`src/source/byte_fifo.sv`:
```
module byte_fifo #(
    parameter type item_t = logic [7:0],
    parameter int  DEPTH  = 16
) (
    input  logic  system_clk,
    input  logic  system_reset_n,
    input  logic  write,
    input  logic  pop,
    input  item_t write_item,
    output item_t head_item,
    output logic  empty
);
    localparam int PTR_W = $clog2(DEPTH);
    localparam logic [PTR_W-1:0] PTR_LAST = PTR_W'(DEPTH - 1);

    item_t            mem [DEPTH];
    logic [PTR_W-1:0] wr_ptr;
    logic [PTR_W-1:0] rd_ptr;
    logic [PTR_W:0]   count;
    logic             pop_ok;

    assign pop_ok    = pop && !empty;
    assign empty     = (count == '0);
    assign head_item = mem[rd_ptr];

    always_ff @(posedge system_clk)
    begin
        if (write)
        begin
            mem[wr_ptr] <= write_item;
        end
    end

    always_ff @(posedge system_clk or negedge system_reset_n)
    begin
        if (!system_reset_n)
        begin
            wr_ptr <= '0;
            rd_ptr <= '0;
            count  <= '0;
        end
        else
        begin
            if (write)
                wr_ptr <= (wr_ptr == PTR_LAST) ? '0 : wr_ptr + 1'b1;
            if (pop_ok)
                rd_ptr <= (rd_ptr == PTR_LAST) ? '0 : rd_ptr + 1'b1;
            // Simultaneous write and pop leaves the level unchanged
            case ({write, pop_ok})
                2'b10:   count <= count + 1'b1;
                2'b01:   count <= count - 1'b1;
                default: count <= count;
            endcase
        end
    end

endmodule

```
`config.mk`:
```
export PLATFORM = sky130hd
export DESIGN_NAME = byte_fifo
export DESIGN_NICKNAME = d
export VERILOG_FILES = /design/src/source/byte_fifo.sv
export SDC_FILE = /design/constraint.sdc
export NUM_CORES = 1
export LEC_CHECK = 0
export ABC_AREA = 1
export BUFFER_PORTS_ARGS = -buffer_cell sky130_fd_sc_hd__clkbuf_2
export CAP_MARGIN = 20
export CORE_ASPECT_RATIO = 0.8
export CORE_MARGIN = 2
export CORE_UTILIZATION = 45
export CTS_BUF_LIST = sky130_fd_sc_hd__clkbuf_4 sky130_fd_sc_hd__clkbuf_8
export DETAILED_ROUTE_END_ITERATION = 16
export HOLD_SLACK_MARGIN = 0.06
export SLEW_MARGIN = 10
export SYNTH_ARGS = -nofsm -noshare
export SYNTH_HDL_FRONTEND = slang
export SYNTH_SLANG_ARGS = --single-unit
```
`constraint.sdc`:
```
create_clock -name system_clk -period 3.05 [get_ports system_clk]
set_input_delay 0.305 -clock system_clk [delete_from_list [all_inputs] [get_ports system_clk]]
set_output_delay 0.305 -clock system_clk [all_outputs]
set_load 0.01 [all_outputs]
```
After elaboration in Yosys (flattened, before gate mapping) --
Memories as Yosys holds them, arrays and structs flattened. Index checks and enable logic that the tools add are counted.
Word-level totals: output and inout port bits 9, RAM bits 128, bits in latches 0, input port bits 12, memories 1, flip-flop bits (word level) 13, word-level logic and storage cells 21, memory bits (read-only) 0
Cells by class: shift operators 0, reductions and logical operators 4, equality and inequality tests 4, divide/modulo/power cells 0, $mul 0, add/subtract/negate cells 4, $lt $le $gt $ge 0, multiplexer cells 5, bitwise gates (word level) 0
Memory list:
- mem | depth 16, bits a word 8, read ports 1, clocked after memory_dff 0, wr ports 1, line 16 | item_t mem [DEPTH];
Operator list (number):
- one-hot mux 5 bit (2 select lines) | 1
- adder 4 x 1 -> 4 bit (second input constant) | 2
- == test 4 bit (second input constant) | 2
- two-way mux 4 bit | 2
- adder 5 x 1 -> 5 bit (second input constant) | 1
- logical NOT 5 bit | 1
- subtractor 5 x 1 -> 5 bit (second input constant) | 1
- == test 2 x 1 -> 1 bit (second input constant) | 1
- == test 2 bit (second input constant) | 1
- two-way mux 1 bit | 2
- nonzero test 2 bit | 1
- logical AND 1 bit | 1
- logical NOT 1 bit | 1

Longest topological paths before layout --
depth after elaboration 5, gate-level depth with buffers 13, gate-level depth less buffers 13

Worst setup path before layout --
OpenSTA, ideal clock, no wires.
path kind reg2reg, from reg count[0], to reg count[4], arrival 1757 ps, buffers on the path 0, setup time 117 ps, stages on the path, launching flop included 12, required time 2933 ps, setup slack 1176 ps, cell sequence dfrtp_1 nor2_1 nand3_1 nand2_1 inv_2 ha_1 ha_1 or2_1 nand3_1 nand2_1 nand2_1 nand2_1
Between the ends: word-level cells in the longest chain between the ends 5
Ends and longest elaborated chain:
- start, declared | line 19 | logic [PTR_W:0] count;
- start signal, assigned | line 50 | 2'b10: count <= count + 1'b1;
- start signal, assigned | line 51 | 2'b01: count <= count - 1'b1;
- start signal, assigned | line 52 | default: count <= count;
- parallel branches: the longest is 5 deep, another holds subtractor 5 x 1 -> 5 bit
Parallel ways; which one is timed is not known. A chain may end at the register's enable or synchronous reset.

==> run metrics <==
DRC 0; # fillers about 1300; Power Internal around 3900 µW; Via density 4.90; peak supply drop 0.000401 V; Die Span X between 100 and 150 µm; Synth Area in Compound Gates less than 1%; Leak Pwr 0.00322 µW; Die ar. between 15000 and 20000 µm²; crit-path max FO 66; YS warnings 0; Slew @ Worst Pin 0.935 ns; clk_lat worst skew 0.44 ns; Worst setup EP type output pin; Mapped Nets between 600 and 700; worst-path cell chain buf_4, nand2_1, nand3_1, nand3_1, nand3_1, nand2_1, clkbuf_2; Final Instance Area 7100 µm²; WL per Instance 16.1 µm; top cell type by total area after synthesis edfxtp_1; endpoints failing setup 0; post-synth top area share around three fifths; pwr/cell area 884 nW/µm²; Total Wirelength 14100 µm; synthesized cell area between 6000 and 7000 µm²; postcts setup bufs 0; Hold Path Class in -> reg; Synth cell types 25; Final Max Slew Viols 0; global-route wire length before repair around 23000 µm; Clock Sink Count 141; dominant register cell in the synthesized netlist edfxtp_1; Pre-antenna DRT Iters 5; top post-synthesis cells by area edfxtp_1 (60%), nand2_1 (13%), inv_1 (7.5%); status complete, no violations; Clk pwr share 25.0%; clock skew 0.00648 ns; Comb power frac 34.9%; post-route ant nets 0; Total GRT Usage 20.2%; CTS clk-pin slew, worst paths 0.07 ns; Post-Synthesis Cells 660; top cells by count, synth nand2_1 (225), edfxtp_1 (128), inv_1 (128); Area growth, synth to finish 10.4%; vias in the first global route 4246; f_max ~400 MHz; fin cells 879; Post-synth EDFFs 128; Initial Util 45.6%; Row Count 39; DP Area between 6000 and 7000 µm²; Synth Area in Adders just over 2%; First DRT Iteration DRCs about 340; CTS Hold Buffers Added 1; dpl cells around 850; die height between 100 and 150 µm; GPL Wtd Cong between 0.8 and 0.9; Synth Register Bits between 100 and 150; Max Cap Viol 0; Clock Tree Root clkbuf_8; io pins 21; Diodes inserted 0; simple-gate area share of the yosys netlist 21.7%; Synth Area in XOR/XNOR 0.681%; layout cells sized above 1 a little under a tenth; Slew headroom 37.4%; min Tclk post-route 2.50 ns; total grt overflow 0; via count 4308; Detail Placement HPWL 8650 µm; CP Class reg -> out; crit share post-route ~82%; largest net degree at the start of global routing 67; initial antenna violation count 0; RSZ-0062 raised after global routing false; Flop pwr share 40.1%; cts repair resizes 0; sequential area share after synthesis 64.8%; count of final hold-check violations 0; asr flop ratio synth under 10%; Worst setup SP type flip-flop; slowest cell on the critical path buf_4; clock buffer depth 2; Core Area 14100 µm²; H-Tree Depth 4; average cell area after synthesis 9.75 µm²; main combinational cell family by area after synthesis simple AND/OR/NAND/NOR gates; proportion of synthesized area in mux cells 0%; Port-buffer cells 20; CP most frequent cell nand3_1; most common cell in the netlist nand2_1; slowest cell delay on critical path around 0.6 ns; nets just over 700; worst endpoint required time 2.74 ns; Sw Ratio 37.4%; CTS tree built; switching power approximately 2300 µW; CTS Buf Count 17; CP arrival between 2 and 2.5 ns; Final TNS setup 0 ns
final timing paths:
kind | from | slack [ns] | cells past startpoint | to
setup / recovery | rd_ptr[0]$_DFFE_PN0N_ | 0.55 | 7 | head_item[0]
hold / removal | pop | 0.16 | 4 | rd_ptr[3]$_DFFE_PN0N_
setup reg to reg | count[0]$_DFFE_PN0P_ | 0.92 | 12 | count[4]$_DFFE_PN0P_
hold reg to reg | rd_ptr[3]$_DFFE_PN0N_ | 0.52 | 2 | rd_ptr[3]$_DFFE_PN0N_
max in group asynchronous | system_reset_n | 2.46 | 2 | rd_ptr[0]$_DFFE_PN0N_
min in group asynchronous | system_reset_n | 0.30 | 2 | count[0]$_DFFE_PN0P_
power groups by stage:
| stage | Combinational [µW] | Clock (µW) | Sequential, µW |
|---|---|---|---|
| floorplan | 1630 | 0 | 2500 |
| global placement | 2130 | 0 | 2540 |
| detailed placement | 2170 | 0 | 2560 |
| CTS | 2190 | 1610 | 2510 |
| global route | 2490 | 1680 | 2540 |
| finish | 2190 | 1570 | 2520 |
sequential cells by signal, summed over array words and instances (netlist names):
register	cells
count	5
mem	128
rd_ptr	4
wr_ptr	4
critical path: cells and delay by family, from the launching register on:
kind                   cells  cell delay [ns]
AND/OR/NAND/NOR            5             0.65
buffers and inverters      2             0.73
flip-flops                 1             0.38
layer usage:
| layer | GRT usage [%] | routed length, µm | vias up |
|---|---|---|---|
| li1 | - | - | 2128 |
| met1 | 28.6 | 6750 | 2070 |
| met3 | 5.99 | 755 | 10 |
| met5 | 0 | 0 | - |
| met4 | 6.39 | 161 | 0 |
| met2 | 30.0 | 6480 | 100 |
per-stage QoR:
step	hold slack, ns	setup WS, ns	util [%]	power [µW]
finish	0.163	0.545	50.3	6280
global placement	0.220	1.08	47.3	4680
detailed placement	0.233	0.970	47.3	4730
floorplan	0.00941	1.18	-	4130
CTS	0.131	0.576	50.3	6310
global route	0.157	0.387	50.3	6710
layout make-up:
class	instances	area, µm²	area share [%]
flip-flops and latches	141	4170	58.7
multi-input cells	361	1610	22.6
inverters	135	508	7.16
clock buffers	18	241	3.40
well taps	184	230	3.24
clock inverters	13	174	2.45
repair buffers	27	168	2.36
cell usage in the layout (no fill, tap or decap), types with 2 or more instances in the layout:
cell,n
inv_1,128
clkinv_2,5
o22ai_1,2
edfxtp_1,128
dfrtp_1,12
o21ai_1,2
ha_1,9
xnor2_1,3
nand2_1,225
xor2_1,2
clkbuf_8,17
nor2_1,21
a21oi_1,2
nand3_1,89
inv_2,4
clkbuf_2,20
clkinv_1,3
bufinv_16,4
clkinvlp_4,4
buf_4,5
cell families (layout without fill, tap and decap cells):
logic type	after synthesis	count (layout)
DFF	141	141
xor gates and xnor gates	5	5
and+or+nand+nor	339	339
AOI/OAI and AO/OA	7	7
buffers and inverters	158	193
adders and majority gates	10	10
No activity file was read; power rests on OpenSTA's default activity.
