### src/source/qspi_data_pkg.sv
package qspi_data_pkg;

    typedef struct packed
    {
        logic [7:0] data;
        // Final byte of the read
        logic       last;
    } rd_beat_t;

endpackage

### src/source/read_drain.sv
module read_drain (
    input  logic                    system_clk,
    input  logic                    system_reset_n,
    input  logic                    empty,
    input  qspi_data_pkg::rd_beat_t head_item,
    output logic                    pop,
    output logic                    data_valid,
    output logic [7:0]              data,
    output logic                    read_done
);
    logic last_pending;

    // data_valid high means a pop went out on the previous cycle
    assign pop = !empty && !data_valid;

    always_ff @(posedge system_clk)
    begin
        if (pop)
        begin
            data <= head_item.data;
        end
    end

    always_ff @(posedge system_clk or negedge system_reset_n)
    begin
        if (!system_reset_n)
        begin
            data_valid   <= 1'b0;
            last_pending <= 1'b0;
            read_done    <= 1'b0;
        end
        else
        begin
            data_valid   <= pop;
            last_pending <= pop && head_item.last;
            read_done    <= last_pending;
        end
    end

endmodule
### config.mk
export PLATFORM = sky130hd
export DESIGN_NAME = read_drain
export DESIGN_NICKNAME = d
export VERILOG_FILES = /design/src/source/qspi_data_pkg.sv /design/src/source/read_drain.sv
export SDC_FILE = /design/constraint.sdc
export NUM_CORES = 1
export LEC_CHECK = 0
export BUFFER_PORTS_ARGS = -buffer_cell sky130_fd_sc_hd__buf_2
export CAP_MARGIN = 5
export CORE_AREA = 2 2 39 41
export CTS_CLUSTER_DIAMETER = 150
export DETAILED_ROUTE_END_ITERATION = 12
export DIE_AREA = 0 0 41 43
export MAX_ROUTING_LAYER = met4
export PLACE_DENSITY = 0.58
export SYNTH_ARGS = -nofsm -noshare
export SYNTH_HDL_FRONTEND = slang
export SYNTH_SLANG_ARGS = --single-unit
### constraint.sdc
create_clock -name system_clk -period 2 [get_ports system_clk]
set_clock_uncertainty 0.15 [all_clocks]
set_input_delay 0.1 -clock system_clk [delete_from_list [all_inputs] [get_ports system_clk]]
set_output_delay 0.1 -clock system_clk [all_outputs]
set_load 0.01 [all_outputs]
### Yosys cells after proc, flatten, opt, wreduce, memory -nomap -nowiden

Cells that the tools add are included.

* bits of input ports: 12
* bits in registers: 11

* reductions and logical operators: 4

Operators by type and width (number)
* 1-bit logical AND: 2
* 1-bit logical NOT: 2

### Depth between registers and ports, before layout

* depth after elaboration: 3
* mapped depth: 1

### Worst setup path before layout

Ideal clock, no wire load.

* path type: register -> register
* start: register data_valid
* end: register data[0], enable pin
* path buffers: 0
* clock period less this slack: 1.492 ns
* slack: 0.508 ns
* cell stages (with the launch flop): 2
* data required time: 1.471 ns
* arrival time: 0.962 ns
* cells stage by stage: dfrtp_1 nor2_1

* longest elaborated chain between the ends: 2

RTL lines
* start, declared: line read_drain.sv:7 `output logic data_valid,`
* start signal, assigned: line read_drain.sv:34 `data_valid <= pop;`
* 1-bit logical NOT: line read_drain.sv:14 `assign pop = !empty && !data_valid;`
* 1-bit logical AND: line read_drain.sv:14
* named net pop: line read_drain.sv:6 `output logic pop,`
* end signal, assigned: line read_drain.sv:20 `data <= head_item.data;`
* end, declared: line read_drain.sv:8 `output logic [7:0] data,`

The timed path passes the listed nets, and every way through them passes these cells.
A chain may end at the register's enable or synchronous reset.

### Final worst setup path

* start: input empty
* end: output pop

* longest elaborated chain between the ends: 2

RTL lines
* start, declared: line read_drain.sv:4 `input logic empty,`
* 1-bit logical NOT: line read_drain.sv:14
* 1-bit logical AND: line read_drain.sv:14
* end, declared: line read_drain.sv:6

Every way passes these cells.

==> impl_results.html <==
<table>
<tr><th>Metric</th><th>Value</th></tr>
<tr><th colspan="2">Clock tree</th></tr>
<tr><td>Clk Latency, worst-skew pair</td><td>260 ps</td></tr>
<tr><td>Total clock buffers created by CTS</td><td>3</td></tr>
<tr><td>Root Buffer</td><td>sky130_fd_sc_hd__clkbuf_4</td></tr>
<tr><td>CTS Buffer Depth</td><td>2</td></tr>
<tr><td>Post-CTS clock slew at the launch and capture registers of the worst setup and hold paths</td><td>70 ps</td></tr>
<tr><td>Maximum level of the CTS H-tree</td><td>1</td></tr>
<tr><td>Number of gates resized after cts</td><td>0</td></tr>
<tr><td>Total number of clock tree sinks</td><td>11</td></tr>
<tr><td>Hold buffers post-CTS</td><td>12</td></tr>
<tr><td>Buffers inserted during post-CTS setup optimization</td><td>0</td></tr>
<tr><td>Clock tree from TritonCTS</td><td>done</td></tr>
<tr><th colspan="2">STA</th></tr>
<tr><td>Setup repair after global routing missed its margin</td><td>false</td></tr>
<tr><td>Rel. slew slack</td><td>0.738</td></tr>
<tr><td>Post-layout minimum cycle time</td><td>1700 ps</td></tr>
<tr><td>Final-report setup violation count</td><td>0</td></tr>
<tr><td>Slew of the pin with the lowest slew margin</td><td>391 ps</td></tr>
<tr><td>Number of pins with negative max-slew slack in the final report</td><td>0</td></tr>
<tr><td>Final worst setup slack</td><td>295 ps</td></tr>
<tr><td>Worst Hold Margin</td><td>207 ps</td></tr>
<tr><td>Final Hold Violating Endpoints</td><td>0</td></tr>
<tr><td>Setup TNS Final</td><td>0 ps</td></tr>
<tr><td>Final critical-path share of the clock period</td><td>0.852</td></tr>
<tr><td>Max Fclk</td><td>587 MHz</td></tr>
<tr><th colspan="2">Placed design</th></tr>
<tr><td>HPWL after detailed placement</td><td>501 um</td></tr>
<tr><td>Cells after DPL</td><td>52</td></tr>
<tr><td>Last weighted congestion value of the routability-driven placer</td><td>0.621</td></tr>
<tr><td>Worst-case setup slack after placement</td><td>596 ps</td></tr>
<tr><td>Number of I/O port buffers</td><td>22</td></tr>
<tr><th colspan="2">Finish</th></tr>
<tr><td>Non-filler instance count after layout</td><td>68</td></tr>
<tr><td>NumNets Final</td><td>65</td></tr>
<tr><td>Area taken by multi-input logic gates</td><td>16.3 um^2</td></tr>
<tr><td>Post-layout util</td><td>0.445</td></tr>
<tr><td>Number of fill cells in the layout</td><td>130</td></tr>
<tr><td>Fraction of final layout cells with drive strength greater than 1</td><td>0.519</td></tr>
<tr><td>Post-synthesis to final-layout area growth</td><td>85.7%</td></tr>
<tr><td>Count of inserted antenna diode cells</td><td>0</td></tr>
<tr><td>Reg area</td><td>315 um^2</td></tr>
<tr><th colspan="2">Global route</th></tr>
<tr><td>Pin count of the biggest net entering global routing</td><td>7</td></tr>
<tr><td>Leftover overflow at the end of global routing</td><td>0</td></tr>
<tr><td>Global-route wire length before repair</td><td>1240 um</td></tr>
<tr><td>Global Route Usage Sum</td><td>0.119</td></tr>
<tr><td>Via count of the first global-routing pass</td><td>303</td></tr>
<tr><td>Number of antenna violations at the first check in global routing</td><td>0</td></tr>
<tr><th colspan="2">Power</th></tr>
<tr><td>Worst IR drop on VDD</td><td>0.334 mV</td></tr>
<tr><td>Proportion of power drawn by combinational gates</td><td>0.121</td></tr>
<tr><td>Proportion of power drawn by the clock network</td><td>0.316</td></tr>
<tr><td>Switching power</td><td>0.0000977 W</td></tr>
<tr><td>Reported leakage power</td><td>0.282 nW</td></tr>
<tr><td>Internal power</td><td>0.000370 W</td></tr>
<tr><td>Pwr Density</td><td>760 nW/um^2</td></tr>
<tr><td>Switching portion of total power</td><td>0.209</td></tr>
<tr><td>Share of total power in sequential cells</td><td>0.563</td></tr>
<tr><th colspan="2">Routing</th></tr>
<tr><td>Sum of routed wire length over all layers</td><td>789 um</td></tr>
<tr><td>Total via count after detailed routing</td><td>263</td></tr>
<tr><td>Via-per-instance ratio</td><td>3.87</td></tr>
<tr><td>Detailed-router iteration count before antenna repair</td><td>2</td></tr>
<tr><td>Total DRC errors in the routed layout</td><td>0</td></tr>
<tr><td>Final ANT Viol Nets</td><td>0</td></tr>
<tr><td>Routed length per placed instance</td><td>11.6 um</td></tr>
<tr><td>Violation count after the first detailed-route iteration</td><td>1</td></tr>
<tr><th colspan="2">Synth</th></tr>
<tr><td>Fraction of synthesized area in multiplexers</td><td>0</td></tr>
<tr><td>Mapped Avg Cell Area</td><td>25.5 um^2</td></tr>
<tr><td>Register area share after synthesis</td><td>0.951</td></tr>
<tr><td>Post-synth design cell area</td><td>332 um^2</td></tr>
<tr><td>Count of warnings emitted by yosys</td><td>0</td></tr>
<tr><td>Net count after synthesis</td><td>25</td></tr>
<tr><td>Number of instances in the synthesized netlist</td><td>13</td></tr>
<tr><td>Complex-gate fraction of the synthesized area</td><td>0</td></tr>
<tr><td>Dominant combinational cell family by area after synthesis</td><td>simple AND/OR/NAND/NOR gates</td></tr>
<tr><td>Count of unique library cells instantiated by Yosys</td><td>4</td></tr>
<tr><td>Adder and majority cell fraction of the synthesized area</td><td>0</td></tr>
<tr><td>Top cells by area in the synthesized netlist</td><td>sky130_fd_sc_hd__edfxtp_1, sky130_fd_sc_hd__dfrtp_1, sky130_fd_sc_hd__nor3b_2, sky130_fd_sc_hd__nor2_1</td></tr>
<tr><td>Library cell occupying the most area in the post-synthesis netlist</td><td>sky130_fd_sc_hd__edfxtp_1</td></tr>
<tr><td>Portion of synthesized cell area occupied by the leading cell type</td><td>0.725</td></tr>
<tr><td>Parity-gate share of the synthesized area counting xor and xnor cells</td><td>0</td></tr>
<tr><td>Share of synthesized cell area in and, or, nand and nor gates</td><td>0.0491</td></tr>
<tr><td>Seq cells post-synth</td><td>11</td></tr>
<tr><th colspan="2">Worst hold path</th></tr>
<tr><td>Tightest Hold Check Type</td><td>register to register</td></tr>
<tr><th colspan="2">Setup path</th></tr>
<tr><td>Critical path startpoint category</td><td>input port</td></tr>
<tr><td>Cell seen most often among critical-path stages</td><td>sky130_fd_sc_hd__buf_2</td></tr>
<tr><td>Worst path arrival time</td><td>1450 ps</td></tr>
<tr><td>Slowest cell on the critical path</td><td>sky130_fd_sc_hd__dlygate4sd3_1</td></tr>
<tr><td>Cells traversed along the worst timing path</td><td>dlygate4sd3_1 -&gt; buf_2 -&gt; nor2_1 -&gt; buf_4 -&gt; buf_2</td></tr>
<tr><td>Crit path kind</td><td>input port to output pin</td></tr>
<tr><td>Highest cell delay on the worst timing path</td><td>550 ps</td></tr>
<tr><td>Category of the worst setup path capture point</td><td>output pin</td></tr>
<tr><td>Critical Path RT</td><td>1750 ps</td></tr>
<tr><td>Worst path buffer plus inverter count</td><td>4</td></tr>
<tr><td>Crit-path leading delay family</td><td>buffers and inverters</td></tr>
<tr><td>Maximum fanout along the worst path</td><td>6</td></tr>
<tr><th colspan="2">Die</th></tr>
<tr><td>Die area</td><td>1760 um^2</td></tr>
<tr><td>Die Span X</td><td>41 um</td></tr>
<tr><td>Number of top-level design ports</td><td>23</td></tr>
<tr><td>Die Span Y</td><td>43 um</td></tr>
<tr><td>Number of rows created at floorplan</td><td>14</td></tr>
<tr><td>Area of the placeable core</td><td>1380 um^2</td></tr>
<tr><td>Effective utilization at floorplan</td><td>0.240</td></tr>
<tr><th colspan="2">Run</th></tr>
<tr><td>Max Cap Violations</td><td>0</td></tr>
<tr><th colspan="2">Run status</th></tr>
<tr><td>Status</td><td>completed</td></tr>
</table>
cell families after synthesis:
kind of cell / count (synthesis)
flops: 11
simple gates: 2
Yosys cell counts:
master and instances:
sky130_fd_sc_hd__dfrtp_1 3, sky130_fd_sc_hd__edfxtp_1 8, sky130_fd_sc_hd__nor2_1 1, sky130_fd_sc_hd__nor3b_2 1
path summary, 6_finish.rpt:
kind                                     endpoint  slack (ps)              startpoint  depth (start not counted)
setup / recovery                              pop         300                   empty                          5
min in group asynchronous    data_valid$_DFF_PN0_         540          system_reset_n                          3
hold / removal                read_done$_DFF_PN0_         210  last_pending$_DFF_PN0_                          0
setup reg to reg                data[1]$_DFFE_PP_         600    data_valid$_DFF_PN0_                          2
hold reg to reg               read_done$_DFF_PN0_         210  last_pending$_DFF_PN0_                          0
max in group asynchronous  last_pending$_DFF_PN0_        1020          system_reset_n                          3
cell usage in the layout (no fill, tap or decap), drive strengths merged:
| cell | count |
|---|---|
| buf | 23 |
| clkbuf | 4 |
| dfrtp | 3 |
| dlygate4sd3 | 12 |
| edfxtp | 8 |
| nor2 | 1 |
| nor3b | 1 |
sequential cells by signal, indices dropped and copies added, names as in the netlist:
register and cells:
data 8, last_pending 1, data_valid 1, read_done 1
power by group through the flow:
stage,Sequential (W),Clock [W],Combinational [W]
3_5_place_dp,0.000268,0,0.0000391
3_3_place_gp,0.000268,0,0.0000387
5_1_grt,0.000264,0.000172,0.0000625
2_1_floorplan,0.000275,0,0.00000573
6_report,0.000263,0.000148,0.0000568
4_1_cts,0.000264,0.000157,0.0000570
routing by layer:
metal  vias to the layer above  share of wire  global-route usage
li1                        128              -                   -
met1                       112           0.44               0.135
met2                        23           0.43               0.153
met3                         0           0.13              0.0524
met4                         0              0               0.100
met5                         -              0                   -
metrics by stage:
step	area, um^2	power, W
finish	616	0.000468
floorplan	332	0.000280
detailed placement	469	0.000307
global placement	469	0.000307
global route	616	0.000499
CTS	616	0.000478
worst reg2reg max path, cell delays in order, from the launching register on:
cell,delay [ps]
sky130_fd_sc_hd__dfrtp_1,410
sky130_fd_sc_hd__nor2_1,340
sky130_fd_sc_hd__buf_4,220
area by class of cell:
class / count / area share
timing repair buffer: 35 / 0.386
clock buffer: 4 / 0.0427
multi-input combinational: 2 / 0.0264
tap: 16 / 0.0325
sequential: 11 / 0.512
No activity file was read; power rests on OpenSTA's default activity.
