--- src/source/qspi_consts.svh ---
`ifndef QSPI_CONSTS_SVH
`define QSPI_CONSTS_SVH

// Read opcodes
`define QSPI_OP_STANDARD 8'h13
`define QSPI_OP_DUAL     8'h3C
`define QSPI_OP_QUAD     8'h6C

// Address sent as four bytes with the MSB first
`define QSPI_ADDR_BYTES 4

// System clocks per SPI clock
`define QSPI_CLK_DIV 4

// Receive buffer
`define QSPI_FIFO_DEPTH 256

// Byte count field holding 1 to 256
`define QSPI_COUNT_W 9

`endif

--- src/source/qspi_cmd_pkg.sv ---
`include "qspi_consts.svh"

package qspi_cmd_pkg;

    // Code 3 is unused and falls back to standard
    typedef enum logic [1:0]
    {
        MODE_STANDARD = 2'd0,
        MODE_DUAL     = 2'd1,
        MODE_QUAD     = 2'd2
    } read_mode_t;

    typedef struct packed
    {
        read_mode_t               mode;
        logic [31:0]              addr;
        // Data bytes only
        logic [`QSPI_COUNT_W-1:0] byte_count;
    } rd_request_t;

endpackage

--- src/source/qspi_data_pkg.sv ---
package qspi_data_pkg;

    typedef struct packed
    {
        logic [7:0] data;
        // Final byte of the read
        logic       last;
    } rd_beat_t;

endpackage

--- src/source/qspi_lane_shifter.sv ---
module qspi_lane_shifter (
    input  logic                     system_clk,
    input  logic                     system_reset_n,
    input  logic                     sample,
    input  qspi_cmd_pkg::read_mode_t mode,
    input  logic [3:0]               lanes,
    output logic                     byte_ready,
    output logic [7:0]               byte_data
);
    import qspi_cmd_pkg::*;

    logic [7:0] shift_q;
    logic [7:0] shift_next;
    logic [2:0] lane_cnt;
    logic [2:0] last_cnt;

    // io1 is the upper bit in dual mode, io3 in quad mode
    always_comb
    begin
        case (mode)
            MODE_DUAL:
            begin
                shift_next = {shift_q[5:0], lanes[1:0]};
                last_cnt   = 3'd3;
            end
            MODE_QUAD:
            begin
                shift_next = {shift_q[3:0], lanes};
                last_cnt   = 3'd1;
            end
            default:
            begin
                shift_next = {shift_q[6:0], lanes[1]};
                last_cnt   = 3'd7;
            end
        endcase
    end

    always_ff @(posedge system_clk)
    begin
        if (sample)
        begin
            shift_q <= shift_next;
        end
    end

    always_ff @(posedge system_clk or negedge system_reset_n)
    begin
        if (!system_reset_n)
        begin
            lane_cnt   <= 3'd0;
            byte_ready <= 1'b0;
        end
        else
        begin
            byte_ready <= 1'b0;
            if (sample)
            begin
                if (lane_cnt == last_cnt)
                begin
                    lane_cnt   <= 3'd0;
                    byte_ready <= 1'b1;
                end
                else
                begin
                    lane_cnt <= lane_cnt + 3'd1;
                end
            end
        end
    end

    // Shift register holds the full byte while byte_ready is high
    assign byte_data = shift_q;

endmodule

--- src/source/qspi_read_engine.sv ---
`include "qspi_consts.svh"

module qspi_read_engine (
    input  logic                      system_clk,
    input  logic                      system_reset_n,
    input  logic                      start,
    input  qspi_cmd_pkg::rd_request_t request,
    output logic                      spi_clk,
    output logic                      cs_n,
    output logic [3:0]                io_out,
    output logic [3:0]                io_oe,
    input  logic [3:0]                io_in,
    output logic                      beat_write,
    output qspi_data_pkg::rd_beat_t   beat
);
    import qspi_cmd_pkg::*;

    localparam int PHASE_W  = $clog2(`QSPI_CLK_DIV);
    localparam int CMD_BITS = 8 * (1 + `QSPI_ADDR_BYTES);
    localparam logic [PHASE_W-1:0] PHASE_LAST = PHASE_W'(`QSPI_CLK_DIV - 1);
    localparam logic [PHASE_W-1:0] PHASE_HIGH = PHASE_W'(`QSPI_CLK_DIV / 2);

    typedef enum logic [2:0] {IDLE, COMMAND, DUMMY, DATA, FINISH} state_t;

    state_t                   state;
    state_t                   next_state;
    rd_request_t              req_q;
    logic [PHASE_W-1:0]       phase;
    logic [PHASE_W-1:0]       phase_next;
    logic [5:0]               bit_cnt;
    logic [`QSPI_COUNT_W-1:0] rx_count;
    logic [7:0]               opcode;
    logic [CMD_BITS-1:0]      cmd_word;
    logic                     wide_mode;
    logic                     spi_end;
    logic                     sample;
    logic                     byte_ready;
    logic [7:0]               byte_data;
    logic                     last_byte;

    always_comb
    begin
        case (req_q.mode)
            MODE_DUAL: opcode = `QSPI_OP_DUAL;
            MODE_QUAD: opcode = `QSPI_OP_QUAD;
            default:   opcode = `QSPI_OP_STANDARD;
        endcase
    end

    assign cmd_word  = {opcode, req_q.addr};
    assign wide_mode = (req_q.mode == MODE_DUAL) || (req_q.mode == MODE_QUAD);
    assign spi_end   = (phase == PHASE_LAST);
    // Sample at the end of the first high cycle
    assign sample    = (state == DATA) && (phase == PHASE_HIGH);
    assign last_byte = (rx_count == req_q.byte_count - 1'b1);

    always_comb
    begin
        next_state = state;
        case (state)
            IDLE:
                if (start)
                    next_state = COMMAND;
            COMMAND:
                if (spi_end && bit_cnt == 6'(CMD_BITS - 1))
                    next_state = wide_mode ? DUMMY : DATA;
            DUMMY:
                if (spi_end && bit_cnt == 6'd7)
                    next_state = DATA;
            DATA:
                if (byte_ready && last_byte)
                    next_state = FINISH;
            default:
                next_state = IDLE;
        endcase
    end

    always_comb
    begin
        phase_next = '0;
        if (state inside {COMMAND, DUMMY, DATA} && !spi_end)
        begin
            phase_next = phase + 1'b1;
        end
    end

    always_ff @(posedge system_clk or negedge system_reset_n)
    begin
        if (!system_reset_n)
        begin
            state    <= IDLE;
            phase    <= '0;
            bit_cnt  <= 6'd0;
            rx_count <= '0;
            cs_n     <= 1'b1;
            spi_clk  <= 1'b0;
        end
        else
        begin
            state   <= next_state;
            phase   <= phase_next;
            spi_clk <= (next_state inside {COMMAND, DUMMY, DATA}) && (phase_next >= PHASE_HIGH);
            if (next_state != state)
                bit_cnt <= 6'd0;
            else if (spi_end)
                bit_cnt <= bit_cnt + 6'd1;
            if (state == IDLE)
                rx_count <= '0;
            else if (byte_ready)
                rx_count <= rx_count + 1'b1;
            if (state == IDLE && start)
                cs_n <= 1'b0;
            else if (state == FINISH)
                cs_n <= 1'b1;
        end
    end

    always_ff @(posedge system_clk)
    begin
        if (state == IDLE && start)
        begin
            req_q <= request;
        end
    end

    // io0 carries opcode and address and idles low
    // Wide reads keep every lane released until cs_n rises
    always_comb
    begin
        io_out = 4'b0000;
        io_oe  = 4'b0001;
        if (state == COMMAND)
            io_out[0] = cmd_word[CMD_BITS - 1 - bit_cnt];
        else if (state inside {DATA, FINISH} && wide_mode)
            io_oe = 4'b0000;
    end

    qspi_lane_shifter shifter_i (
        .system_clk     (system_clk),
        .system_reset_n (system_reset_n),
        .sample         (sample),
        .mode           (req_q.mode),
        .lanes          (io_in),
        .byte_ready     (byte_ready),
        .byte_data      (byte_data)
    );

    always_comb
    begin
        beat_write = byte_ready && (state == DATA);
        beat.data  = byte_data;
        beat.last  = last_byte;
    end

endmodule

--- config.mk ---
export PLATFORM = sky130hd
export DESIGN_NAME = qspi_read_engine
export DESIGN_NICKNAME = d
export VERILOG_FILES = /design/src/source/qspi_cmd_pkg.sv /design/src/source/qspi_data_pkg.sv /design/src/source/qspi_lane_shifter.sv /design/src/source/qspi_read_engine.sv
export VERILOG_INCLUDE_DIRS = /design/src /design/src/source
export SDC_FILE = /design/constraint.sdc
export NUM_CORES = 1
export LEC_CHECK = 0
export ABC_AREA = 1
export ABC_CLOCK_PERIOD_IN_PS = 2460
export BUFFER_PORTS_ARGS = -buffer_cell sky130_fd_sc_hd__buf_2
export CAP_MARGIN = 10
export CORE_ASPECT_RATIO = 1.1
export CORE_MARGIN = 2
export CORE_UTILIZATION = 40
export DETAILED_ROUTE_END_ITERATION = 16
export MAX_ROUTING_LAYER = met4
export PLACE_DENSITY = 0.65
export SETUP_SLACK_MARGIN = 0.05
export SLEW_MARGIN = 30
export SYNTH_ARGS = -nofsm -noshare
export SYNTH_HDL_FRONTEND = slang
export SYNTH_SLANG_ARGS = --single-unit
--- constraint.sdc ---
create_clock -name system_clk -period 2.46 [get_ports system_clk]
set_input_delay 0.738 -clock system_clk [delete_from_list [all_inputs] [get_ports system_clk]]
set_output_delay 0.738 -clock system_clk [all_outputs]
set_load 0.005 [all_outputs]
# == After elaboration in Yosys (flattened, before gate mapping) ==
# Cells that the tools add are included.
# op_classes
addsub,6
order_cmp,2
eq_ne,16
muxes,24
reduce_logical,18
# ops
cell,count
$lt A32 B7 Y1 const B,1
$mux W9,2
$pmux W8 S2,1
$mux W3,5
$pmux W7 S2,1
$eq A3 B2 Y1 const B,4
$mux W6,2
$pmux W3 S4,1
$add A9 B1 Y9 const B,1
$eq A9 B9 Y1,1
$logic_and A1 B1 Y1,9
$mux W1,9
$sub A9 B1 Y9 const B,1
$reduce_bool A2 Y1,4
$sub A6 B6 Y7 const A,1
$add A6 B1 Y6 const B,1
$bmux W1 S6,1
$eq A2 B2 Y1 const B,3
$eq A3 B1 Y1 const B,2
$eq A6 B3 Y1 const B,1
$eq A6 B6 Y1 const B,1
$pmux W3 S2,1
$reduce_bool A3 Y1,2
$add A3 B1 Y3 const B,1
other kinds (10),10
# totals
ff_bits,77
in_bits,50
out_inout_bits,20
wordCells,78

# == Longest topological paths before layout ==
# Gate-level depths: netlist (run 1).
# logic_depth
word_depth,8
ltp_mapped,16

# == Hierarchy ==
# From an unflattened synthesis (run 1), not the netlist that was laid out.
# unflattened
hier_cells,413
area_unflattened_um2,3943.8
# by_module_without_submodules
mod,n_inst,cells_each,area_each_um2,seq_area_each_um2
qspi_read_engine,1,342,3250.6,1843.0
qspi_lane_shifter,1,71,693.2,340.3

# == Worst setup path before layout (run 1) ==
# OpenSTA, ideal clock, no wires.
# synth_timing
path_kind,reg-to-reg
start,register state[1]
end,register bit_cnt[2]
t_arrival_ps,2197
t_required_ps,2338
setup_slack_ps,141
stages_incl_launch_ff,11
path_buffers,0
synth_period_minus_slack_ps,2319
path_cell_list,dfrtp_1 nor2_1 inv_1 nor2_1 nand2_1 inv_1 nor2_2 nand2_4 nand2_4 nand2_4 nor2_2
# synth_via
elab_chain_len,4
elab_cells_between_ends,12
cone_classes,eq/ne (4); mux (6); reduce/logical (2)
# synth_lines
element,line,text
"start, declared",qspi_read_engine.sv:25,state_t state;
"start signal, assigned",qspi_read_engine.sv:100,state <= next_state;
$eq A3 B2 Y1 (tied with other cells),qspi_read_engine.sv:60,case (state)
$pmux W3 S4 (*),qspi_read_engine.sv:60,
via next_state[0],qspi_read_engine.sv:26,state_t next_state;
$ne A3 B3 Y1 (*),qspi_read_engine.sv:103,if (next_state != state)
$mux W6 / $reduce_bool A2 Y1 (equally long branches),-,
"end signal, assigned",qspi_read_engine.sv:106,bit_cnt <= bit_cnt + 6'd1;
"end, declared",qspi_read_engine.sv:30,logic [5:0] bit_cnt;
# The timed path passes the listed nets; every way through them passes the cells marked *.
# A chain may end at the register's enable or synchronous reset.

==> tab_implementation.tex, run 1 <==
\begin{tabular}{lr}
\hline
Metric & Value \\
\hline
\multicolumn{2}{l}{\textbf{Outcome}} \\
\quad Outcome & finished with violations \\
\quad Violations in the final reports & setup timing \\
\multicolumn{2}{l}{\textbf{Drt}} \\
\quad Via count of the routed design & 2990 \\
\quad Routed vias/inst & 4.89 \\
\quad Average wire per cell in the routed design & approximately 13 um \\
\quad Antenna-violating nets left & 0 \\
\quad First-pass detailed-route iteration total & 4 \\
\quad DRC viols & 0 \\
\quad Iteration-0 DRC Markers & about 130 \\
\quad Total Wirelength & 7950 um \\
\multicolumn{2}{l}{\textbf{Clock tree}} \\
\quad Clock latency on the worst-skew pair & 0.34 ns \\
\quad Clock sink count & 77 \\
\quad Number of CTS-inserted buffers & 9 \\
\quad Cts hold-fix bufs & 0 \\
\quad CTS clock-pin slew for the worst setup and hold paths & $\sim$0.080 ns \\
\quad Maximum clock path buffer count & 2 \\
\quad Number of H-tree levels & 3 \\
\quad Clock tree from TritonCTS & done \\
\quad Root Buffer Master & sky130\_fd\_sc\_hd\_\_clkbuf\_8 \\
\multicolumn{2}{l}{\textbf{Logic synthesis}} \\
\quad Synthesized flop and latch total & 77 \\
\quad Share of Yosys cell area claimed by the top area cell type & 39.2\% \\
\quad Number of synthesized flops with an enable pin & 51 \\
\quad Netlist Area Pre-Place & around 3900 um2 \\
\quad Share of the yosys chip area belonging to registers & 55.9\% \\
\quad Most area-hungry cell type in the Yosys netlist & sky130\_fd\_sc\_hd\_\_edfxtp\_1 \\
\quad Fraction of registers with async set or reset after synthesis & 33.8\% \\
\quad Mean Syn Cell Area & $\sim$9.6 um2 \\
\quad Ys Warns & 0 \\
\quad Most instantiated flip-flop cell in the synthesis netlist & sky130\_fd\_sc\_hd\_\_edfxtp\_1 \\
\quad Main area contributors after synthesis & sky130\_fd\_sc\_hd\_\_edfxtp\_1, sky130\_fd\_sc\_hd\_\_dfrtp\_1, sky130\_fd\_sc\_hd\_\_nand2\_1 \\
\quad Number of distinct library cell variants in the gate-level netlist after synthesis & 40 \\
\quad Cells after synthesis & 407 \\
\multicolumn{2}{l}{\textbf{Critical path}} \\
\quad Data arrival, critical path & 1.92 ns \\
\quad Worst-path cell chain & inv\_2 -> ha\_4 -> nand2\_4 -> nor2\_4 -> buf\_4 -> nand2\_1 -> nand2\_1 -> nand3\_2 -> nand2\_2 -> nor4\_4 -> buf\_2 \\
\quad Slowest cell on crit path & sky130\_fd\_sc\_hd\_\_edfxtp\_1 \\
\quad Critical path startpoint category & register \\
\quad Data required time of the worst path & about 1.7 ns \\
\quad Buffering stage count on the worst path with inverters included & 3 \\
\quad Category of the critical setup timing path & reg -> out \\
\quad Top cell by count, worst path & sky130\_fd\_sc\_hd\_\_nand2\_1 \\
\quad Critical path peak fanout & 4 \\
\quad Cell family with the largest share of critical-path delay & simple AND/OR/NAND/NOR gates \\
\quad Nature of the critical path endpoint & primary output \\
\quad Largest stage delay, worst path & 0.37 ns \\
\multicolumn{2}{l}{\textbf{Final layout}} \\
\quad FF/Latch Area & about 2200 um2 \\
\quad Multi-input logic area & 1510 um2 \\
\quad Synthesis-to-layout area growth & 21.3\% \\
\quad Most common cell after layout, fill and taps aside & sky130\_fd\_sc\_hd\_\_nand2\_1 \\
\quad Count of inserted antenna diode cells & 0 \\
\quad Post-route cell area & 4730 um2 \\
\quad Most frequent cells in the layout & sky130\_fd\_sc\_hd\_\_nand2\_1, sky130\_fd\_sc\_hd\_\_buf\_2, sky130\_fd\_sc\_hd\_\_edfxtp\_1, sky130\_fd\_sc\_hd\_\_inv\_1 \\
\quad Post-route insts no fill & 612 \\
\quad Filler cell count in the final layout & 878 \\
\quad Post-layout utilization of the core & 50.1\% \\
\quad Share of final-layout standard cells stronger than drive strength 1 & 30.5\% \\
\quad Nets & 553 \\
\multicolumn{2}{l}{\textbf{STA}} \\
\quad Clock period minus worst slack & 2.66 ns \\
\quad Worst Hold Margin & 0.397 ns \\
\quad Final-report max-slew violation count & 0 \\
\quad Fmax & 0.376 GHz \\
\quad Number of hold violations in the final report & 0 \\
\quad Final worst-path setup slack & -0.196 ns \\
\quad Setup-failing EPs final & 2 \\
\quad Max-slew headroom & 60.0\% \\
\quad Measured slew at the worst slew-check pin & 0.600 ns \\
\quad Final TNS setup & -0.331 ns \\
\quad Share of the cycle needed by the critical path after routing & 108\% \\
\quad Layout Skew & between 0.01 and 0.015 ns \\
\quad RSZ-0062 raised after global routing & yes \\
\multicolumn{2}{l}{\textbf{Min path}} \\
\quad Worst hold-check path type & in -> async \\
\multicolumn{2}{l}{\textbf{Placed design}} \\
\quad Placement-stage worst setup slack & 0.0716 ns \\
\quad Final HPWL from detailed placement & 5820 um \\
\quad Placed insts & 586 \\
\quad Weighted congestion reported at the end of routability-driven placement & 0.948 \\
\quad Cell area reported after detailed placement & 4370 um2 \\
\quad Input/output buffers & 63 \\
\multicolumn{2}{l}{\textbf{Pwr}} \\
\quad IR drop worst, VDD & slightly below 0.0003 V \\
\quad Static leakage power & $\sim$2.1 nW \\
\quad PD cells & 503 nW/um2 \\
\quad Total design power & 2.38 mW \\
\multicolumn{2}{l}{\textbf{Global routing}} \\
\quad Antenna violations before repair & 0 \\
\quad Vias in the first global route & roughly 3000 \\
\quad Pin count of the biggest net entering global routing & 36 \\
\quad Global-route total usage across every layer & $\sim$16\% \\
\quad Global route total overflow & 0 \\
\quad Global-route wire length before repair & 13400 um \\
\multicolumn{2}{l}{\textbf{Die}} \\
\quad Width of the die & 98.2 um \\
\quad Core region area & between 9000 and 10000 um2 \\
\quad Count of pins on the block boundary & 70 \\
\quad Die Span Y & 108 um \\
\quad Initial standard-cell utilization of the core & between 40\% and 50\% \\
\quad Area enclosed by the die boundary & 10600 um2 \\
\quad Row cnt & 37 \\
\multicolumn{2}{l}{\textbf{Job}} \\
\quad Max-cap violations & 0 \\
\hline
\end{tabular}
-- logic make-up (layout without fill, tap and decap cells) --
| group | after synthesis | after routing | share of synthesized area [%] |
|---|---|---|---|
| AND/OR/NAND/NOR | 174 | 174 | 20.7 |
| flip-flops | 77 | 77 | 55.9 |
| adder cells (fa/ha/maj) | 13 | 13 | 4.17 |
| XOR/XNOR | 11 | 11 | 2.47 |
| AO/OA/AOI/OAI | 59 | 59 | 8.85 |
| buffers and inverters | 72 | 155 | 7.76 |
| other | 1 | 6 | 0.0961 |
-- routing by layer --
metal	share of wire, %	up-vias	global-route usage, %	wire, um
met2	49	73	27.1	3890
met4	2.6	0	7.93	205
met1	44	1386	19.1	3510
met3	4.3	15	3.51	342
met5	0	-	-	0
li1	-	1516	-	-
-- final cells by class --
type,instances,share of cell area (%)
Sequential cell,77,46.2
Multi-Input combinational cell,263,32.0
Timing Repair Buffer,81,9.86
Inverter,58,4.65
Clock buffer,12,3.28
Tap cell,117,3.09
Clock inverter,4,0.978
-- power by group --
group / leakage, nW / internal (mW) / switching [mW]
Combinational: 1.22 / 0.0272 / 0.0219
Sequential: 0.797 / 1.38 / 0
Clock: 0.100 / 0.520 / 0.434
Total: 2.11 / 1.93 / 0.456
-- worst paths after layout --
kind,start,to,slack [ns],cells past startpoint
setup / recovery,req_q[0]$_DFFE_PP_,beat[0],-0.20,11
hold / removal,system_reset_n,rx_count[5]$_DFFE_PN0P_,0.40,1
setup reg to reg,req_q[0]$_DFFE_PP_,bit_cnt[0]$_DFFE_PN0P_,0.49,15
hold reg to reg,phase[0]$_DFF_PN0_,phase[0]$_DFF_PN0_,0.46,1
max in group asynchronous,system_reset_n,bit_cnt[0]$_DFFE_PN0P_,1.64,1
min in group system_clk,phase[0]$_DFF_PN0_,phase[0]$_DFF_PN0_,0.46,1
-- registers in the layout, summed over array words and instances (netlist names) --
name and flops:
phase 2, bit_cnt 6, shifter_i.byte_ready 1, shifter_i.byte_data 8, shifter_i.lane_cnt 3, state 3, req_q 11, rx_count 9
spi_clk 1, cs_n 1, cmd_word 32
-- what timing repair did --
action	in CTS	in global routing
pin swaps	7	6
gates cloned	0	0
setup endpoints to repair	2	3
setup buffers	7	3
resized for setup	12	12
-- synthesized netlist by cell type (2+ instances only) --
master and number:
sky130_fd_sc_hd__a21oi_1 26, sky130_fd_sc_hd__a22oi_1 6, sky130_fd_sc_hd__a31oi_1 2, sky130_fd_sc_hd__buf_2 5
sky130_fd_sc_hd__buf_4 7, sky130_fd_sc_hd__clkbuf_1 2, sky130_fd_sc_hd__clkinv_1 2, sky130_fd_sc_hd__dfrtp_1 25
sky130_fd_sc_hd__edfxtp_1 51, sky130_fd_sc_hd__ha_1 13, sky130_fd_sc_hd__inv_1 40, sky130_fd_sc_hd__inv_2 16
sky130_fd_sc_hd__nand2_1 88, sky130_fd_sc_hd__nand2_2 3, sky130_fd_sc_hd__nand2_4 3, sky130_fd_sc_hd__nand3_1 28
sky130_fd_sc_hd__nand3_2 2, sky130_fd_sc_hd__nor2_1 22, sky130_fd_sc_hd__nor2_2 9, sky130_fd_sc_hd__nor3_1 10
sky130_fd_sc_hd__nor3_2 2, sky130_fd_sc_hd__nor4_1 2, sky130_fd_sc_hd__o211ai_1 2, sky130_fd_sc_hd__o21ai_0 11
sky130_fd_sc_hd__o21ai_1 4, sky130_fd_sc_hd__o221ai_1 2, sky130_fd_sc_hd__o22ai_1 2, sky130_fd_sc_hd__xnor2_1 4
sky130_fd_sc_hd__xor2_1 7
(Power assumes the default switching activity.)
==> inputs of run 2 (changes only) <==
Settings changed: ABC_AREA 1 to unset, GPL_TIMING_DRIVEN set to 0.
==> tab_implementation.tex, run 2 <==
\begin{tabular}{lr}
\hline
Metric & Value \\
\hline
\multicolumn{2}{l}{\textbf{Global routing}} \\
\quad Pin count of the biggest net entering global routing & 45 (was 36) \\
\quad Vias in the first global route & 2495 (was 3030) \\
\quad Global route total overflow & 0 (unchanged) \\
\quad Global-route total usage across every layer & 14.8\% (was 16.4\%) \\
\quad Busiest layer in global routing & met2 (unchanged) \\
\quad Global routing usage on met3 & 3.60\% (was 3.51\%) \\
\quad M1 GR Usage & 18.8\% (was 19.1\%) \\
\quad Met2 demand-to-capacity share in global routing & 23.4\% (was 27.1\%) \\
\quad Global-route wire length before repair & 11400 um (was 13400 um) \\
\quad Antenna violations before repair & 0 (unchanged) \\
\multicolumn{2}{l}{\textbf{Final layout}} \\
\quad Most frequent cells in the layout & sky130\_fd\_sc\_hd\_\_buf\_2, sky130\_fd\_sc\_hd\_\_edfxtp\_1, sky130\_fd\_sc\_hd\_\_buf\_4, sky130\_fd\_sc\_hd\_\_dfrtp\_1, sky130\_fd\_sc\_hd\_\_nor2\_1 (was sky130\_fd\_sc\_hd\_\_nand2\_1, sky130\_fd\_sc\_hd\_\_buf\_2, sky130\_fd\_sc\_hd\_\_edfxtp\_1, sky130\_fd\_sc\_hd\_\_inv\_1) \\
\quad Largest register FFs & 32 (unchanged) \\
\quad Count of inserted antenna diode cells & 0 (unchanged) \\
\quad Synthesis-to-layout area growth & 25.7\% (was 21.3\%) \\
\quad Share of final-layout standard cells stronger than drive strength 1 & 36.9\% (was 30.5\%) \\
\quad Nets & 456 (was 553) \\
\quad Post-layout utilization of the core & 52.2\% (was 50.1\%) \\
\quad Filler cell count in the final layout & 782 (was 878) \\
\quad Most common cell after layout, fill and taps aside & sky130\_fd\_sc\_hd\_\_buf\_2 (was sky130\_fd\_sc\_hd\_\_nand2\_1) \\
\multicolumn{2}{l}{\textbf{STA}} \\
\quad Fmax & 0.329 GHz (was 0.376 GHz) \\
\quad Measured slew at the worst slew-check pin & 0.679 ns (was 0.600 ns) \\
\quad Layout Skew & 0.0127 ns (was 0.0114 ns) \\
\quad Number of hold violations in the final report & 0 (unchanged) \\
\quad Max-slew headroom & 54.5\% (was 60.0\%) \\
\quad Share of the cycle needed by the critical path after routing & 124\% (was 108\%) \\
\quad RSZ-0062 raised after global routing & yes (unchanged) \\
\quad Clock period minus worst slack & 3.04 ns (was 2.66 ns) \\
\quad Setup-failing EPs final & 2 (unchanged) \\
\quad Final-report max-slew violation count & 0 (unchanged) \\
\quad Final worst-path setup slack & -0.583 ns (was -0.196 ns) \\
\quad Final TNS setup & -0.941 ns (was -0.331 ns) \\
\multicolumn{2}{l}{\textbf{Logic synthesis}} \\
\quad Mean Syn Cell Area & 12.6 um2 (was 9.59 um2) \\
\quad Number of distinct library cell variants in the gate-level netlist after synthesis & 43 (was 40) \\
\quad Ys Warns & 0 (unchanged) \\
\quad Number of synthesized flops with an enable pin & 51 (unchanged) \\
\quad Fraction of registers with async set or reset after synthesis & 33.8\% (unchanged) \\
\quad Top-count cell post-synth & sky130\_fd\_sc\_hd\_\_edfxtp\_1 (was sky130\_fd\_sc\_hd\_\_nand2\_1) \\
\quad Synthesized flop and latch total & 77 (unchanged) \\
\quad Most area-hungry cell type in the Yosys netlist & sky130\_fd\_sc\_hd\_\_edfxtp\_1 (unchanged) \\
\quad Netlist Area Pre-Place & 3720 um2 (was 3900 um2) \\
\quad Share of Yosys cell area claimed by the top area cell type & 41.1\% (was 39.2\%) \\
\quad Most instantiated flip-flop cell in the synthesis netlist & sky130\_fd\_sc\_hd\_\_edfxtp\_1 (unchanged) \\
\quad Commonest cells post-synth & sky130\_fd\_sc\_hd\_\_edfxtp\_1, sky130\_fd\_sc\_hd\_\_dfrtp\_1, sky130\_fd\_sc\_hd\_\_nor2\_1 (was sky130\_fd\_sc\_hd\_\_nand2\_1, sky130\_fd\_sc\_hd\_\_edfxtp\_1, sky130\_fd\_sc\_hd\_\_inv\_1) \\
\quad Share of the yosys chip area belonging to registers & 58.6\% (was 55.9\%) \\
\quad Cells after synthesis & 295 (was 407) \\
\quad Main area contributors after synthesis & sky130\_fd\_sc\_hd\_\_edfxtp\_1, sky130\_fd\_sc\_hd\_\_dfrtp\_1, sky130\_fd\_sc\_hd\_\_mux4\_2 (was sky130\_fd\_sc\_hd\_\_edfxtp\_1, sky130\_fd\_sc\_hd\_\_dfrtp\_1, sky130\_fd\_sc\_hd\_\_nand2\_1) \\
\multicolumn{2}{l}{\textbf{Critical path}} \\
\quad Nature of the critical path endpoint & primary output (unchanged) \\
\quad Reg-to-reg setup timing slack & 0.23 ns (was 0.49 ns) \\
\quad Data required time of the worst path & 1.72 ns (about the same) \\
\quad Category of the critical setup timing path & reg -> out (unchanged) \\
\quad Critical path peak fanout & 3 (was 4) \\
\quad Data arrival, critical path & 2.31 ns (was 1.92 ns) \\
\quad Critical path startpoint category & register (unchanged) \\
\quad Worst Reg-to-Reg Cells & 9 (was 15) \\
\multicolumn{2}{l}{\textbf{Drt}} \\
\quad Average wire per cell in the routed design & 13.3 um (was 13.0 um) \\
\quad Antenna-violating nets left & 0 (unchanged) \\
\quad Iteration-0 DRC Markers & 149 (was 132) \\
\quad Via count of the routed design & 2540 (was 2990) \\
\quad Routed vias/inst & 4.96 (was 4.89) \\
\quad Total Wirelength & 6800 um (was 7950 um) \\
\quad DRC viols & 0 (unchanged) \\
\quad First-pass detailed-route iteration total & 4 (unchanged) \\
\multicolumn{2}{l}{\textbf{Pwr}} \\
\quad IR drop worst, VDD & 0.000376 V (was 0.000296 V) \\
\quad PD cells & 507 nW/um2 (was 503 nW/um2) \\
\quad Static leakage power & 1.91 nW (was 2.11 nW) \\
\multicolumn{2}{l}{\textbf{Clock tree}} \\
\quad Clock latency on the worst-skew pair & 0.35 ns (was 0.34 ns) \\
\quad Root Buffer Master & sky130\_fd\_sc\_hd\_\_clkbuf\_8 (unchanged) \\
\quad Number of H-tree levels & 3 (unchanged) \\
\quad Clock sink count & 77 (unchanged) \\
\quad Maximum clock path buffer count & 2 (unchanged) \\
\quad Clock tree from TritonCTS & done (unchanged) \\
\quad Cts hold-fix bufs & 0 (unchanged) \\
\quad CTS clock-pin slew for the worst setup and hold paths & 0.09 ns (was 0.08 ns) \\
\quad Number of CTS-inserted buffers & 9 (unchanged) \\
\multicolumn{2}{l}{\textbf{Min path}} \\
\quad Worst hold-check path type & in -> async (unchanged) \\
\multicolumn{2}{l}{\textbf{Placed design}} \\
\quad Weighted congestion reported at the end of routability-driven placement & 0.758 (was 0.948) \\
\quad Final HPWL from detailed placement & 4690 um (was 5820 um) \\
\quad Input/output buffers & 63 (unchanged) \\
\multicolumn{2}{l}{\textbf{Outcome}} \\
\quad Violations in the final reports & setup timing (unchanged) \\
\quad Outcome & finished with violations (unchanged) \\
\multicolumn{2}{l}{\textbf{Die}} \\
\quad Core region area & 8960 um2 (was 9440 um2) \\
\quad Area enclosed by the die boundary & 10100 um2 (was 10600 um2) \\
\quad Count of pins on the block boundary & 70 (unchanged) \\
\quad Width of the die & 96.0 um (was 98.2 um) \\
\quad Initial standard-cell utilization of the core & 41.5\% (was 41.3\%) \\
\quad Row cnt & 36 (was 37) \\
\quad Die Span Y & 105 um (was 108 um) \\
\multicolumn{2}{l}{\textbf{Job}} \\
\quad Max-cap violations & 0 (unchanged) \\
\hline
\end{tabular}
[run 2: cell types whose count changed in the layout (fill, tap and decap cells not counted), sizes merged, moves of 9 or more]
cell   previous run  this run
a21oi            26         3
mux4              0         9
xnor2             4        17
nand3            30         9
nor2             32        22
nand2            94        20
buf              81        97
inv              56        13
[run 2: what timing repair did]
action,4_1_cts,5_1_grt
hold endpoints to repair,0,0
gates cloned,0,0
endpoints found under the setup margin,47,11
gates resized for setup,18,10
pin swaps,5,7
setup buffers,17,8
[run 2: metal layers]
metal | routed length (um) | share of wire (%) | up-vias
met4 | 87 | 1.3 | 0
met1 | 3050 | 45 | 1209
met5 | 0 | 0 | -
met2 | 3330 | 49 | 61
met3 | 330 | 4.9 | 10
li1 | - | - | 1260
[run 2: cell families after synthesis]
logic type | count (synthesis) | synth area share [%]
buf+inv | 34 | 4.17
xor+xnor | 26 | 6.12
flops | 77 | 58.6
other cells | 1 | 0.101
compound gates | 37 | 6.55
fa+ha+maj | 13 | 4.37
mux | 14 | 6.82
simple gates | 93 | 13.2
[run 2: layout make-up]
class                           instances  area, um2  area share [%]
Buffer                                 16        111            2.38
Clock buffer                           10        128            2.73
Clock inverter                          6       63.8            1.36
Inverter                               13       48.8            1.04
Multi-Input combinational cell        189       1500            32.1
Sequential cell                        77       2180            46.7
Tap cell                              114        143            3.05
Timing Repair Buffer                   87        499            10.7
[run 2: worst max-delay path, stage by stage (launching register included)]
cell	delay, ns
sky130_fd_sc_hd__dfrtp_2	0.40
sky130_fd_sc_hd__buf_6	0.12
sky130_fd_sc_hd__mux4_2	0.48
sky130_fd_sc_hd__mux4_2	0.47
sky130_fd_sc_hd__nor2b_4	0.13
sky130_fd_sc_hd__a31oi_1	0.14
sky130_fd_sc_hd__o31ai_1	0.09
sky130_fd_sc_hd__buf_2	0.13
[run 2: path summary, 6_finish.rpt]
kind,to,start
max,io_out[0],bit_cnt[0]$_DFFE_PN0P_
min,rx_count[3]$_DFFE_PN0P_,system_reset_n
max reg2reg,bit_cnt[2]$_DFFE_PN0P_,rx_count[6]$_DFFE_PN0P_
min reg2reg,phase[0]$_DFF_PN0_,phase[0]$_DFF_PN0_
max in group asynchronous,bit_cnt[0]$_DFFE_PN0P_,system_reset_n
min in group system_clk,phase[0]$_DFF_PN0_,phase[0]$_DFF_PN0_
[run 2: stage by stage]
step	hold slack (ns)	power, mW	worst slack, ns	area [um2]	instances
2_1_floorplan	0.441	1.42	-0.187	3770	300
4_1_cts	0.394	2.39	-0.597	4600	505
6_report	0.373	2.37	-0.583	4680	512
3_5_place_dp	0.473	1.46	-0.457	4230	477
5_1_grt	0.419	2.45	-0.711	4680	512
3_3_place_gp	0.457	1.46	-0.471	4220	477
[run 2: report_power, final]
group | leakage (nW) | switching, mW | internal, mW
Combinational | 1.02 | 0.0222 | 0.0333
Clock | 0.0923 | 0.470 | 0.467
Sequential | 0.798 | 0 | 1.38
Total | 1.91 | 0.492 | 1.88
